[src/design/raster_pkg.sv]
// Shared fixed-point widths, APB register map and sample codes
// Payload types for the bounding-box pipeline stages
package raster_pkg;

    // Fixed-point coordinate format
    localparam int sig_fig = 24;
    localparam int radix = 10;
    localparam int verts = 3;

    // Output pipeline depth after the compute stage
    localparam int out_depth = 2;

    // APB register map, byte offsets
    localparam int apb_addr_w = 4;
    localparam logic [apb_addr_w-1:0] addr_screen_x = 4'h0;
    localparam logic [apb_addr_w-1:0] addr_screen_y = 4'h4;
    localparam logic [apb_addr_w-1:0] addr_sample = 4'h8;

    // One-hot multisample codes
    typedef logic [3:0] sample_t;
    localparam sample_t sample_1x = 4'b1000;
    localparam sample_t sample_4x = 4'b0100;
    localparam sample_t sample_16x = 4'b0010;
    localparam sample_t sample_64x = 4'b0001;

    // Signed coordinate, upper bits integer and low radix bits fraction
    typedef logic signed [sig_fig-1:0] coord_t;

    typedef struct packed {
        coord_t x;
        coord_t y;
    } vertex_t;

    typedef vertex_t [verts-1:0] tri_t;

    // Input stage payload
    typedef struct packed {
        logic valid;
        tri_t tri_data;
    } tri_stage_t;

    // Lower-left and upper-right corners
    typedef struct packed {
        vertex_t ll;
        vertex_t ur;
    } box_t;

    typedef struct packed {
        logic valid;
        box_t box;
    } box_stage_t;

endpackage

[src/design/bbox_compute.sv]
// Bounding box min/max, multisample grid flooring, screen clamp and reject
`timescale 1ns/10ps

module bbox_compute (
    input  raster_pkg::tri_stage_t in_stage,
    input  raster_pkg::coord_t     screen_x,
    input  raster_pkg::coord_t     screen_y,
    input  raster_pkg::sample_t    sample,
    output raster_pkg::box_stage_t out_stage
);

    raster_pkg::vertex_t raw_ll;
    raster_pkg::vertex_t raw_ur;
    raster_pkg::vertex_t fl_ll;
    raster_pkg::vertex_t fl_ur;
    raster_pkg::vertex_t cl_ll;
    raster_pkg::vertex_t cl_ur;
    logic [raster_pkg::radix-1:0] frac_mask;
    raster_pkg::coord_t grid_mask;
    logic reject;

    // Signed min and max over the vertices
    always_comb begin
        raw_ll = in_stage.tri_data[0];
        raw_ur = in_stage.tri_data[0];
        for (int i = 1; i < raster_pkg::verts; i++) begin
            if (in_stage.tri_data[i].x < raw_ll.x) begin
                raw_ll.x = in_stage.tri_data[i].x;
            end
            if (in_stage.tri_data[i].y < raw_ll.y) begin
                raw_ll.y = in_stage.tri_data[i].y;
            end
            if (in_stage.tri_data[i].x > raw_ur.x) begin
                raw_ur.x = in_stage.tri_data[i].x;
            end
            if (in_stage.tri_data[i].y > raw_ur.y) begin
                raw_ur.y = in_stage.tri_data[i].y;
            end
        end
    end

    // Keep the top 0 to 3 fraction bits, one more per sample step
    always_comb begin
        case (sample)
            raster_pkg::sample_4x:  frac_mask = {1'b1, {(raster_pkg::radix-1){1'b0}}};
            raster_pkg::sample_16x: frac_mask = {2'b11, {(raster_pkg::radix-2){1'b0}}};
            raster_pkg::sample_64x: frac_mask = {3'b111, {(raster_pkg::radix-3){1'b0}}};
            default:                frac_mask = '0;
        endcase
    end

    assign grid_mask = {{(raster_pkg::sig_fig-raster_pkg::radix){1'b1}}, frac_mask};

    // Clearing low bits of a two's complement value floors it
    assign fl_ll.x = raw_ll.x & grid_mask;
    assign fl_ll.y = raw_ll.y & grid_mask;
    assign fl_ur.x = raw_ur.x & grid_mask;
    assign fl_ur.y = raw_ur.y & grid_mask;

    // Clamp lower-left to origin, upper-right to screen edge
    always_comb begin
        cl_ll.x = (fl_ll.x < 0) ? '0 : fl_ll.x;
        cl_ll.y = (fl_ll.y < 0) ? '0 : fl_ll.y;
        cl_ur.x = (fl_ur.x >= screen_x) ? screen_x : fl_ur.x;
        cl_ur.y = (fl_ur.y >= screen_y) ? screen_y : fl_ur.y;
    end

    // Wholly off screen, tested on floored but unclamped corners
    assign reject = (fl_ur.x < 0) || (fl_ur.y < 0)
        || (fl_ll.x >= screen_x) || (fl_ll.y >= screen_y);

    assign out_stage.valid = in_stage.valid && !reject;
    assign out_stage.box.ll = cl_ll;
    assign out_stage.box.ur = cl_ur;

endmodule

[src/design/bbox_top.sv]
// Bounding-box stage top level with APB configuration
// Input register, compute stage and two-deep output pipelines
`timescale 1ns/10ps

module bbox_top (
    input  logic                              clk,
    input  logic                              reset,
    input  logic                              halt,
    // APB configuration port
    input  logic                              psel,
    input  logic                              penable,
    input  logic                              pwrite,
    input  logic [raster_pkg::apb_addr_w-1:0] paddr,
    input  logic [31:0]                       pwdata,
    output logic [31:0]                       prdata,
    output logic                              pready,
    output logic                              pslverr,
    // Triangle in
    input  raster_pkg::tri_t                  tri_in,
    input  logic                              tri_valid,
    // Box and triangle out
    output raster_pkg::box_t                  box_out,
    output logic                              box_valid,
    output raster_pkg::tri_t                  tri_out
);

    raster_pkg::coord_t screen_x;
    raster_pkg::coord_t screen_y;
    raster_pkg::sample_t sample;
    raster_pkg::tri_stage_t in_d;
    raster_pkg::tri_stage_t in_q;
    raster_pkg::box_stage_t box_d;
    raster_pkg::box_stage_t box_q;

    raster_config_apb u_config (
        .clk      (clk),
        .reset    (reset),
        .psel     (psel),
        .penable  (penable),
        .pwrite   (pwrite),
        .paddr    (paddr),
        .pwdata   (pwdata),
        .prdata   (prdata),
        .pready   (pready),
        .pslverr  (pslverr),
        .screen_x (screen_x),
        .screen_y (screen_y),
        .sample   (sample)
    );

    assign in_d.valid = tri_valid;
    assign in_d.tri_data = tri_in;

    // First cycle of latency
    stall_pipe #(
        .payload_t (raster_pkg::tri_stage_t),
        .DEPTH     (1)
    ) u_in_stage (
        .clk   (clk),
        .reset (reset),
        .halt  (halt),
        .d     (in_d),
        .q     (in_q)
    );

    bbox_compute u_compute (
        .in_stage  (in_q),
        .screen_x  (screen_x),
        .screen_y  (screen_y),
        .sample    (sample),
        .out_stage (box_d)
    );

    // Triangle travels alongside its box
    stall_pipe #(
        .payload_t (raster_pkg::tri_t),
        .DEPTH     (raster_pkg::out_depth)
    ) u_tri_pipe (
        .clk   (clk),
        .reset (reset),
        .halt  (halt),
        .d     (in_q.tri_data),
        .q     (tri_out)
    );

    stall_pipe #(
        .payload_t (raster_pkg::box_stage_t),
        .DEPTH     (raster_pkg::out_depth)
    ) u_box_pipe (
        .clk   (clk),
        .reset (reset),
        .halt  (halt),
        .d     (box_d),
        .q     (box_q)
    );

    assign box_out = box_q.box;
    assign box_valid = box_q.valid;

endmodule

[src/design/raster_config_apb.sv]
// APB slave with the screen size and multisample configuration registers
`timescale 1ns/10ps

module raster_config_apb (
    input  logic                              clk,
    input  logic                              reset,
    input  logic                              psel,
    input  logic                              penable,
    input  logic                              pwrite,
    input  logic [raster_pkg::apb_addr_w-1:0] paddr,
    input  logic [31:0]                       pwdata,
    output logic [31:0]                       prdata,
    output logic                              pready,
    output logic                              pslverr,
    output raster_pkg::coord_t                screen_x,
    output raster_pkg::coord_t                screen_y,
    output raster_pkg::sample_t               sample
);

    logic setup;
    logic access;
    logic hit_x;
    logic hit_y;
    logic hit_sample;
    logic code_ok;
    logic xfer_err;
    logic [31:0] rd_value;

    // No wait states
    assign pready = 1'b1;

    // Setup phase is one cycle ahead of the access phase
    assign setup = psel && !penable;
    assign access = psel && penable;

    assign hit_x = (paddr == raster_pkg::addr_screen_x);
    assign hit_y = (paddr == raster_pkg::addr_screen_y);
    assign hit_sample = (paddr == raster_pkg::addr_sample);

    // Exactly one bit set in the low nibble, nothing above it
    assign code_ok = (pwdata[31:4] == 28'b0) && (pwdata[3:0] != 4'b0)
        && ((pwdata[3:0] & (pwdata[3:0] - 4'd1)) == 4'b0);

    // Unknown address, or a bad sample code on a write
    assign xfer_err = !(hit_x || hit_y || hit_sample)
        || (pwrite && hit_sample && !code_ok);

    // Read mux, zero-extended
    always_comb begin
        rd_value = 32'b0;
        if (hit_x) begin
            rd_value = {{(32-raster_pkg::sig_fig){1'b0}}, screen_x};
        end else if (hit_y) begin
            rd_value = {{(32-raster_pkg::sig_fig){1'b0}}, screen_y};
        end else if (hit_sample) begin
            rd_value = {28'b0, sample};
        end
    end

    // Response is captured on the setup edge so it is stable during access
    always_ff @(posedge clk) begin
        if (reset) begin
            prdata <= 32'b0;
            pslverr <= 1'b0;
        end else begin
            prdata <= (setup && !pwrite) ? rd_value : 32'b0;
            pslverr <= setup ? xfer_err : 1'b0;
        end
    end

    // Registers update at the edge that ends the access phase
    always_ff @(posedge clk) begin
        if (reset) begin
            screen_x <= '0;
            screen_y <= '0;
            sample <= raster_pkg::sample_1x;
        end else if (access && pwrite) begin
            if (hit_x) begin
                screen_x <= pwdata[raster_pkg::sig_fig-1:0];
            end
            if (hit_y) begin
                screen_y <= pwdata[raster_pkg::sig_fig-1:0];
            end
            // Bad codes leave the old value in place
            if (hit_sample && code_ok) begin
                sample <= pwdata[3:0];
            end
        end
    end

endmodule

[src/design/stall_pipe.sv]
// Register chain of configurable depth and payload type, held by halt
`timescale 1ns/10ps

module stall_pipe #(
    parameter type payload_t = logic,
    parameter int DEPTH = 1
) (
    input  logic     clk,
    input  logic     reset,
    input  logic     halt,
    input  payload_t d,
    output payload_t q
);

    payload_t stage [DEPTH];

    // Whole chain advances together, or freezes together
    always_ff @(posedge clk) begin
        if (reset) begin
            for (int i = 0; i < DEPTH; i++) begin
                stage[i] <= '0;
            end
        end else if (!halt) begin
            stage[0] <= d;
            for (int i = 1; i < DEPTH; i++) begin
                stage[i] <= stage[i-1];
            end
        end
    end

    // Last register drives the output
    assign q = stage[DEPTH-1];

endmodule

[config.mk]
export PLATFORM = sky130hd
export DESIGN_NAME = bbox_top
export DESIGN_NICKNAME = d
export VERILOG_FILES = /design/src/design/raster_pkg.sv /design/src/design/bbox_compute.sv /design/src/design/bbox_top.sv /design/src/design/raster_config_apb.sv /design/src/design/stall_pipe.sv
export SDC_FILE = /design/constraint.sdc
export NUM_CORES = 1
export LEC_CHECK = 0
export ABC_AREA = 1
export BUFFER_PORTS_ARGS = -buffer_cell sky130_fd_sc_hd__buf_2
export CELL_PAD_IN_SITES_DETAIL_PLACEMENT = 0
export CELL_PAD_IN_SITES_GLOBAL_PLACEMENT = 2
export CORE_MARGIN = 2
export CORE_UTILIZATION = 39
export DETAILED_ROUTE_END_ITERATION = 8
export PLACE_DENSITY_LB_ADDON = 0.25
export REMOVE_ABC_BUFFERS = 1
export SLEW_MARGIN = 30
export SYNTH_ARGS = -nofsm -noshare
export SYNTH_HDL_FRONTEND = slang
export SYNTH_SLANG_ARGS = --single-unit
[constraint.sdc]
create_clock -name clk -period 31.6 [get_ports clk]
set_input_delay 0 -clock clk [delete_from_list [all_inputs] [get_ports clk]]
set_output_delay 0 -clock clk [all_outputs]
set_load 0.05 [all_outputs]
Yosys cells after proc, flatten, opt, wreduce, memory -nomap -nowiden. Memories as Yosys holds them, arrays and structs flattened. Cells that the tools add are included.

Add/sub/neg operators: 1. Order comparisons: 16. Equal/unequal tests: 5. Muxes and demuxes: 27. Bitwise gates (word level): 11. Reduce and logical (&&, ||, !) cells: 32.

Operators with widths (count): 24-bit 2-to-1 mux (14); 144-bit 2-to-1 mux (2); 97-bit 2-to-1 mux (2); 145-bit 2-to-1 mux (1); 145-bit OR reduction (1); 24-bit by 11-bit AND with 24-bit output (4); 24-bit greater-or-equal comparator (4); 24-bit greater-than comparator (4); 24-bit by 1-bit less-than comparator with 1-bit output (second input constant) (4); 24-bit less-than comparator (4); 10-bit one-hot mux with 3 select lines (1); 28-bit logical NOT (1); 1-bit logical AND (10); 4-bit by 3-bit == test with 1-bit output (second input constant) (2); 4-bit logical NOT (2); 1-bit logical OR (6); 1-bit 2-to-1 mux (6); 2-bit AND reduction (3); 1-bit logical NOT (5); 4-bit AND (1); 4-bit by 1-bit == test with 1-bit output (second input constant) (1); 4-bit by 2-bit == test with 1-bit output (second input constant) (1); 4-bit == test (second input constant) (1); 4-bit 2-to-1 mux (1); 6 further kinds (11).

Bits in registers: 85. Memory bits (writable): 627. Bits of input ports: 187. Output and inout bits: 275. Word-level logic and storage cells: 101. Memories kept: 3.

Memory list: u_tri_pipe.stage (words 2, bits a word 144, read ports 2, clocked after Yosys merged registers in 0, write ports 2, line stall_pipe.sv:15) `payload_t stage [DEPTH];`; u_box_pipe.stage (words 2, bits a word 97, read ports 2, clocked after Yosys merged registers in 0, write ports 2, line stall_pipe.sv:15); u_in_stage.stage (words 1, bits a word 145, read ports 1, clocked after Yosys merged registers in 0, write ports 1, line stall_pipe.sv:15).

Logic depth before layout (Yosys ltp). Gate-level depths: netlist (run 1). An unclocked memory read counts as a cell.

Word-level depth: 13. Mapped depth: 46. Mapped depth without buffers: 43.

Hierarchy. Synthesis (run 1) repeated with hierarchy kept, for this count alone.

Cell total of the unflattened synthesis: 3997. Area total of the unflattened synthesis: 36870.4 um^2.

Modules (own cells, without submodules): stall_pipe at u_tri_pipe (instances 1, cells each 1043, area an instance 12134.1 um^2, seq. area each 8648.3 um^2); stall_pipe at u_box_pipe (instances 1, cells each 704, area an instance 8204.1 um^2, seq. area each 5825.6 um^2); bbox_compute (instances 1, cells each 1402, area an instance 8001.4 um^2, seq. area each 0.0 um^2); stall_pipe at u_in_stage (instances 1, cells each 454, area an instance 5572.8 um^2, seq. area each 4354.2 um^2); raster_config_apb (instances 1, cells each 394, area an instance 2957.8 um^2, seq. area each 1541.5 um^2).

Worst setup path after synthesis (run 1). No wires, ideal clock.

Kind: input-to-reg. Start point: input port reset. End point: memory u_box_pipe.stage[0][0] in the netlist's numbering, enable pin. Data arrival time: 9.962 ns. Path slack: 17.449 ns. Stages: 3. Cell sequence: inv_1 > clkbuf_1 > nand2_1.

RTL lines: from (decl) (line bbox_top.sv:7) `input logic reset,`; to (decl) (line stall_pipe.sv:15).

==> results of run 1 <==
[power groups by stage]
stage	clock, mW	combinational (mW)	sequential (mW)
2_1_floorplan	0	0.424	1.17
5_1_grt	0.980	0.807	1.08
3_3_place_gp	0	0.699	1.10
6_report	0.924	0.712	1.08
3_5_place_dp	0	0.699	1.10
4_1_cts	0.951	0.720	1.08
[through the flow]
stage | cell area, um2 | std cells | utilization, % | power [mW]
global route | 40200 | 5162 | 46.4 | 2.87
CTS | 40200 | 5162 | 46.3 | 2.75
floorplan | 31900 | 3223 | - | 1.60
global placement | 35700 | 4833 | 41.2 | 1.80
finish | 40200 | 5163 | 46.4 | 2.71
detailed placement | 35700 | 4833 | 41.2 | 1.80
[synthesized netlist by cell type, types with 3 or more instances]
cell type  instances  area, um2
a211oi_1          13       97.6
a21o_1             4       30.0
a21oi_1          150        751
a221oi_1           5       43.8
buf_1              7       26.3
buf_2              5       25.0
buf_4            249       1870
clkbuf_1         101        379
dfxtp_1           77       1540
edfxtp_1         595      17900
ha_1             210       2630
inv_1            720       2700
nand2_1          424       1590
nand2_2            6       37.5
nand3_1           52        260
nand4_1           24        150
nor2_1           609       2290
nor2_2            10       62.6
nor3_1            12       60.1
nor4_1            12       75.1
o211ai_1           8       60.1
o21a_1            20        150
o21ai_0          180        901
o221ai_1           7       61.3
o22ai_1           33        206
xnor2_1            3       26.3
[routing by layer]
metal / vias to the layer above / track usage, % / part of all wire [%] / wire (um)
li1: 12000 / - / - / -
met2: 513 / 34.7 / 49 / 45400
met5: - / 0 / 0 / 0
met1: 10800 / 25.7 / 43 / 39400
met3: 144 / 3.11 / 4.4 / 4030
met4: 0 / 7.35 / 3.4 / 3140
[cells in the final DEF, fill, tap and decap left out, types with 10 or more instances in the layout]
cell / Yosys / routed
nand4_1: 24 / 24
nand3_1: 52 / 52
nor2_1: 609 / 609
edfxtp_1: 595 / 595
o21ai_0: 180 / 180
clkinv_2: 0 / 16
o21a_1: 20 / 20
dfxtp_1: 77 / 77
o22ai_1: 33 / 33
ha_1: 210 / 210
buf_4: 249 / 14
nand2_1: 424 / 421
clkinv_1: 0 / 14
inv_1: 720 / 719
a211oi_1: 13 / 13
clkbuf_16: 0 / 84
dlygate4sd3_1: 0 / 185
nor4_1: 12 / 11
a21oi_1: 150 / 150
conb_1: 2 / 25
buf_2: 5 / 436
clkbuf_1: 101 / 13
nor3_1: 12 / 12
nor2_2: 10 / 10
[tightest hold or removal path: cells and delay by family]
family / cells / cell delay, ps
AOI/OAI and AO/OA: 1 / 160
buffers and inverters: 2 / 300
and+or+nand+nor: 3 / 170
[final timing paths]
kind                                                end  slack (ps)  cells past startpoint
worst max-delay path            u_box_pipe.stage[0][40]       23700                     36
worst min-delay path               u_config.screen_y[6]          60                      6
worst max register to register  u_box_pipe.stage[0][40]       23700                     36
worst min register to register       u_config.prdata[8]         480                      2
[area by class of cell]
class                           instances  area [um2]  share of cell area, %
Clock buffer                           98        2160                   5.38
Tap cell                             1155        1450                   3.59
Clock inverter                         46         447                   1.11
Timing Repair Buffer                  640        4200                   10.5
Sequential cell                       672       19400                   48.3
Inverter                              721        2710                   6.75
Multi-Input combinational cell       1830        9830                   24.4
Antenna cell                            1        2.50                0.00622
[state kept, by name, summed over array words and instances, names as in the netlist]
register and count:
u_config.screen_x 24, u_in_stage.stage 145, u_tri_pipe.stage 288, u_config.prdata 24, u_config.screen_y 24, u_config.pslverr 1, u_config.sample 4, u_box_pipe.stage 162
[logic make-up after synthesis]
family,count (synthesis),share of synthesized area [%]
other cells,2,0.0220
flops,672,56.9
simple gates,1160,13.6
buf+inv,1085,14.7
compound gates,430,6.98
fa+ha+maj,210,7.70
xor+xnor,5,0.128
[timing repair]
item | in CTS | in global routing
hold buffers | 185 | 0
hold endpoints to repair | 221 | 0
resized for setup | 0 | 0
buffers inserted | 0 | 0
==> metrics.yaml, run 1 <==
crit_family: "simple AND/OR/NAND/NOR gates"
max_freq_ghz: 0.127
antenna_left: 0
slew_viol_final: 0
n_fill_cell: 8420
powerDensity_mw_per_mm2: 67.5
start_util_pct: 39.3
min_from: "paddr[1]"
cts_sinks: 672
ys.warnings.count: 0
hold_slack_ps: 63.4
grt_max_degree: 203
clock-skew-final_ps: 23.7
io_pins: 462
synth_cell_types: 44
switchingPower_mw: 0.899
drt_iter0_drc: 1331
die_width_um: 300
cp-end-kind: "register"
via_per_inst: 4.54
drc_errors: 0
required_ps: 32020
peakVddDrop_mv: 0.0430
switching_share_pct: 33.1
yosys_register_bits: 672
netlist_instances: 3564
numCtsBuffers: 78
min_period_ps: 7900
grt_pass1_vias: 23000
numPortBuffers: 436
cp_common_cell: "nand2_1"
path_class: "register to register"
rsz0062_at_grt: "no"
p_int_mw: 1.81
die_h_um: 300
p_seq_share_pct: 39.7
fin_crit_sh_pct: 25.0
arrival_ps: 8320
grtUsageTotal_pct: 20.2
setup_slack_ps: 23700
async_reset_ff_share_pct: 0
core.rowCount: 108
fin_nets: 4340
clkLatencyLatePin_ps: 620
p_comb_share_pct: 26.2
ys_seq_area_share_pct: 56.9
grt-ovfl-total: 0
hold_path.class: "input port to register"
crit_fanout: 48
outcome: "complete, no violations"
synth.cell_area_mm2: 0.0341
slew_headroom_pct: 34.3
hold_viol: 0
cap_violations: 0
wl_per_cell_um: 17.8
hpwl_mm: 66.5
vias: 23500
max_stage_delay_ps: 590
startpoint: "u_in_stage.stage[0][87]"
p_leak_nw: 18.5
setup_tns_ps: 0
gp_congestion: 0.836
core_area_mm2: 0.0868
drive_above_1_share_pct: 15.0
rr_startpoint: "u_in_stage.stage[0][87]"
slowest_stage: "nand2_1"
worst_pin_slew_ps: 983
cp-start-kind: "register"
dpl_worst_slack_ps: 23810
antenna_found_initial: 1
worst-path-buf-inv: 6
pwr-share-clk_pct: 34.1
cts_max_level: 3
cts.path.max_buffers: 3
synth_edf_count: 595
wirelength_mm: 91.9
avgSynthCellArea_um2: 9.57
tritoncts: "yes"
clkTransAtPathRegs_ps: 60
synthToLayoutAreaGrowth_pct: 17.8
finalSetupViolations: 0
synth-main-ff-cell: "edfxtp_1"
clockRootBuffer: "clkbuf_16"
die-area_mm2: 0.0899
firstDrtPassIters: 5
grt_pass1_wl_mm: 137
(Power assumes the default switching activity.)
==> run 2: changes to the inputs <==
- CORE_UTILIZATION: 39 -> 37
- clock period: 31.6 -> 8.05 ns (I/O delays scaled with it)
==> metrics.yaml, run 2 (synthesis gave the netlist of run 1 again) <==
clock-skew-final_ps: 21.1
firstDrtPassIters: 6
arrival_ps: 7820
worst_pin_slew_ps: 1000
p_leak_nw: 18.6
largest_register: "u_tri_pipe.stage"
layout.cells.most_common: "inv_1"
synthToLayoutAreaGrowth_pct: 18.1
cts_sinks: 672
clkTransAtPathRegs_ps: 60
antenna_left: 0
hpwl_mm: 67.5
numCtsBuffers: 80
start_util_pct: 37.3
core_area_mm2: 0.0915
hold_path.class: "input port to register"
die-area_mm2: 0.0947
core.rowCount: 111
via_per_inst: 4.53
dpl_worst_slack_ps: 69.3
grt-ovfl-total: 0
n_fill_cell: 9067
grt_pass1_wl_mm: 139
io_pins: 462
numPortBuffers: 436
grtUsageTotal_pct: 19.5
drt_iter0_drc: 1423
grt_pass1_vias: 23500
grt_max_degree: 174
layout_common_cells: "inv_1, nor2_1, edfxtp_1"
p_total_mw: 10.6
tritoncts: "yes"
antenna_found_initial: 0
rsz0062_at_grt: "no"
drc_errors: 0
cts_max_level: 3
largest_register_ffs: 288
crit_fanout: 28
setup_slack_ps: 666
fin_util_pct: 44.0
max_stage_delay_ps: 560
clkLatencyLatePin_ps: 640
cp_common_cell: "nand2_1"
wirelength_mm: 93.1
drive_above_1_share_pct: 15.1
path_class: "register to register"
multi_input_area_mm2: 0.00983
min_period_ps: 7380
die_h_um: 308
vias: 23500
cap_violations: 0
finalSetupViolations: 0
max_freq_ghz: 0.135
required_ps: 8490
clockRootBuffer: "clkbuf_16"
powerDensity_mw_per_mm2: 264
top_regs: "u_tri_pipe.stage: 288 flops, u_box_pipe.stage: 162 flops, u_in_stage.stage: 145 flops"
hold_viol: 0
cp-end-kind: "register"
diodes: 0
cts.path.max_buffers: 3
die_width_um: 308
cp-start-kind: "register"
peakVddDrop_mv: 0.137
ff_latch_area_mm2: 0.0194
gp_congestion: 0.822
fin_crit_sh_pct: 91.7
slew_headroom_pct: 33.2
hold_slack_ps: 55.4
fin_nets: 4348
slew_viol_final: 0
wl_per_cell_um: 17.9
slowest_stage: "o21ai_0"
outcome: "complete, no violations"
==> run 2: path summary, 6_finish.rpt <==
kind,startpoint,end,depth (start not counted),slack [ps]
worst max-delay path,u_in_stage.stage[0][39],u_box_pipe.stage[0][46],34,670
worst min-delay path,paddr[1],u_config.screen_y[3],6,60
worst max register to register,u_in_stage.stage[0][39],u_box_pipe.stage[0][46],34,670
worst min register to register,u_config.screen_y[21],u_config.prdata[21],2,460
==> run 2: routing by layer <==
| metal | vias to the layer above | global-route usage (%) | wire [um] |
|---|---|---|---|
| li1 | 12000 | - | - |
| met1 | 11000 | 24.7 | 40500 |
| met2 | 485 | 33.3 | 45400 |
| met3 | 146 | 2.93 | 3720 |
| met4 | 0 | 8.12 | 3550 |
| met5 | - | 0 | 0 |
==> run 2: timing repair <==
item | CTS | global route
gates resized for setup | 0 | 2
buffers inserted | 0 | 0
hold buffers | 187 | 0
hold endpoints to repair | 222 | 0
setup endpoints to repair | 0 | 24
==> run 2: report_power, final <==
group | switching [mW] | internal (mW) | leakage, nW
combinational | 1.95 | 0.882 | 10.1
clock | 1.48 | 2.12 | 1.27
sequential | 0.126 | 4.09 | 7.19
total | 3.56 | 7.09 | 18.6
==> run 2: worst max-delay path, delay by kind of cell, from the launching register on <==
kind / cells / cell delay (ps)
fa+ha+maj: 3 / 830
simple gates: 16 / 2640
compound gates: 7 / 1920
flops: 1 / 370
buf+inv: 6 / 1040
xor+xnor: 2 / 350
==> run 2: through the flow <==
stage | area [um2] | cells | setup TNS, ps
finish | 40300 | 5199 | 0
detailed placement | 35800 | 4867 | 0
global placement | 35800 | 4867 | -52.0
global route | 40300 | 5199 | 0
CTS | 40300 | 5198 | 0
floorplan | 31900 | 3223 | -3879710
==> run 2: layout make-up <==
class	instances	share of cell area (%)
sequential	672	48.2
multi-input combinational	1830	24.4
tap	1186	3.68
clock buffer	109	5.67
timing repair buffer	646	10.6
clock inverter	35	0.717
inverter	721	6.74
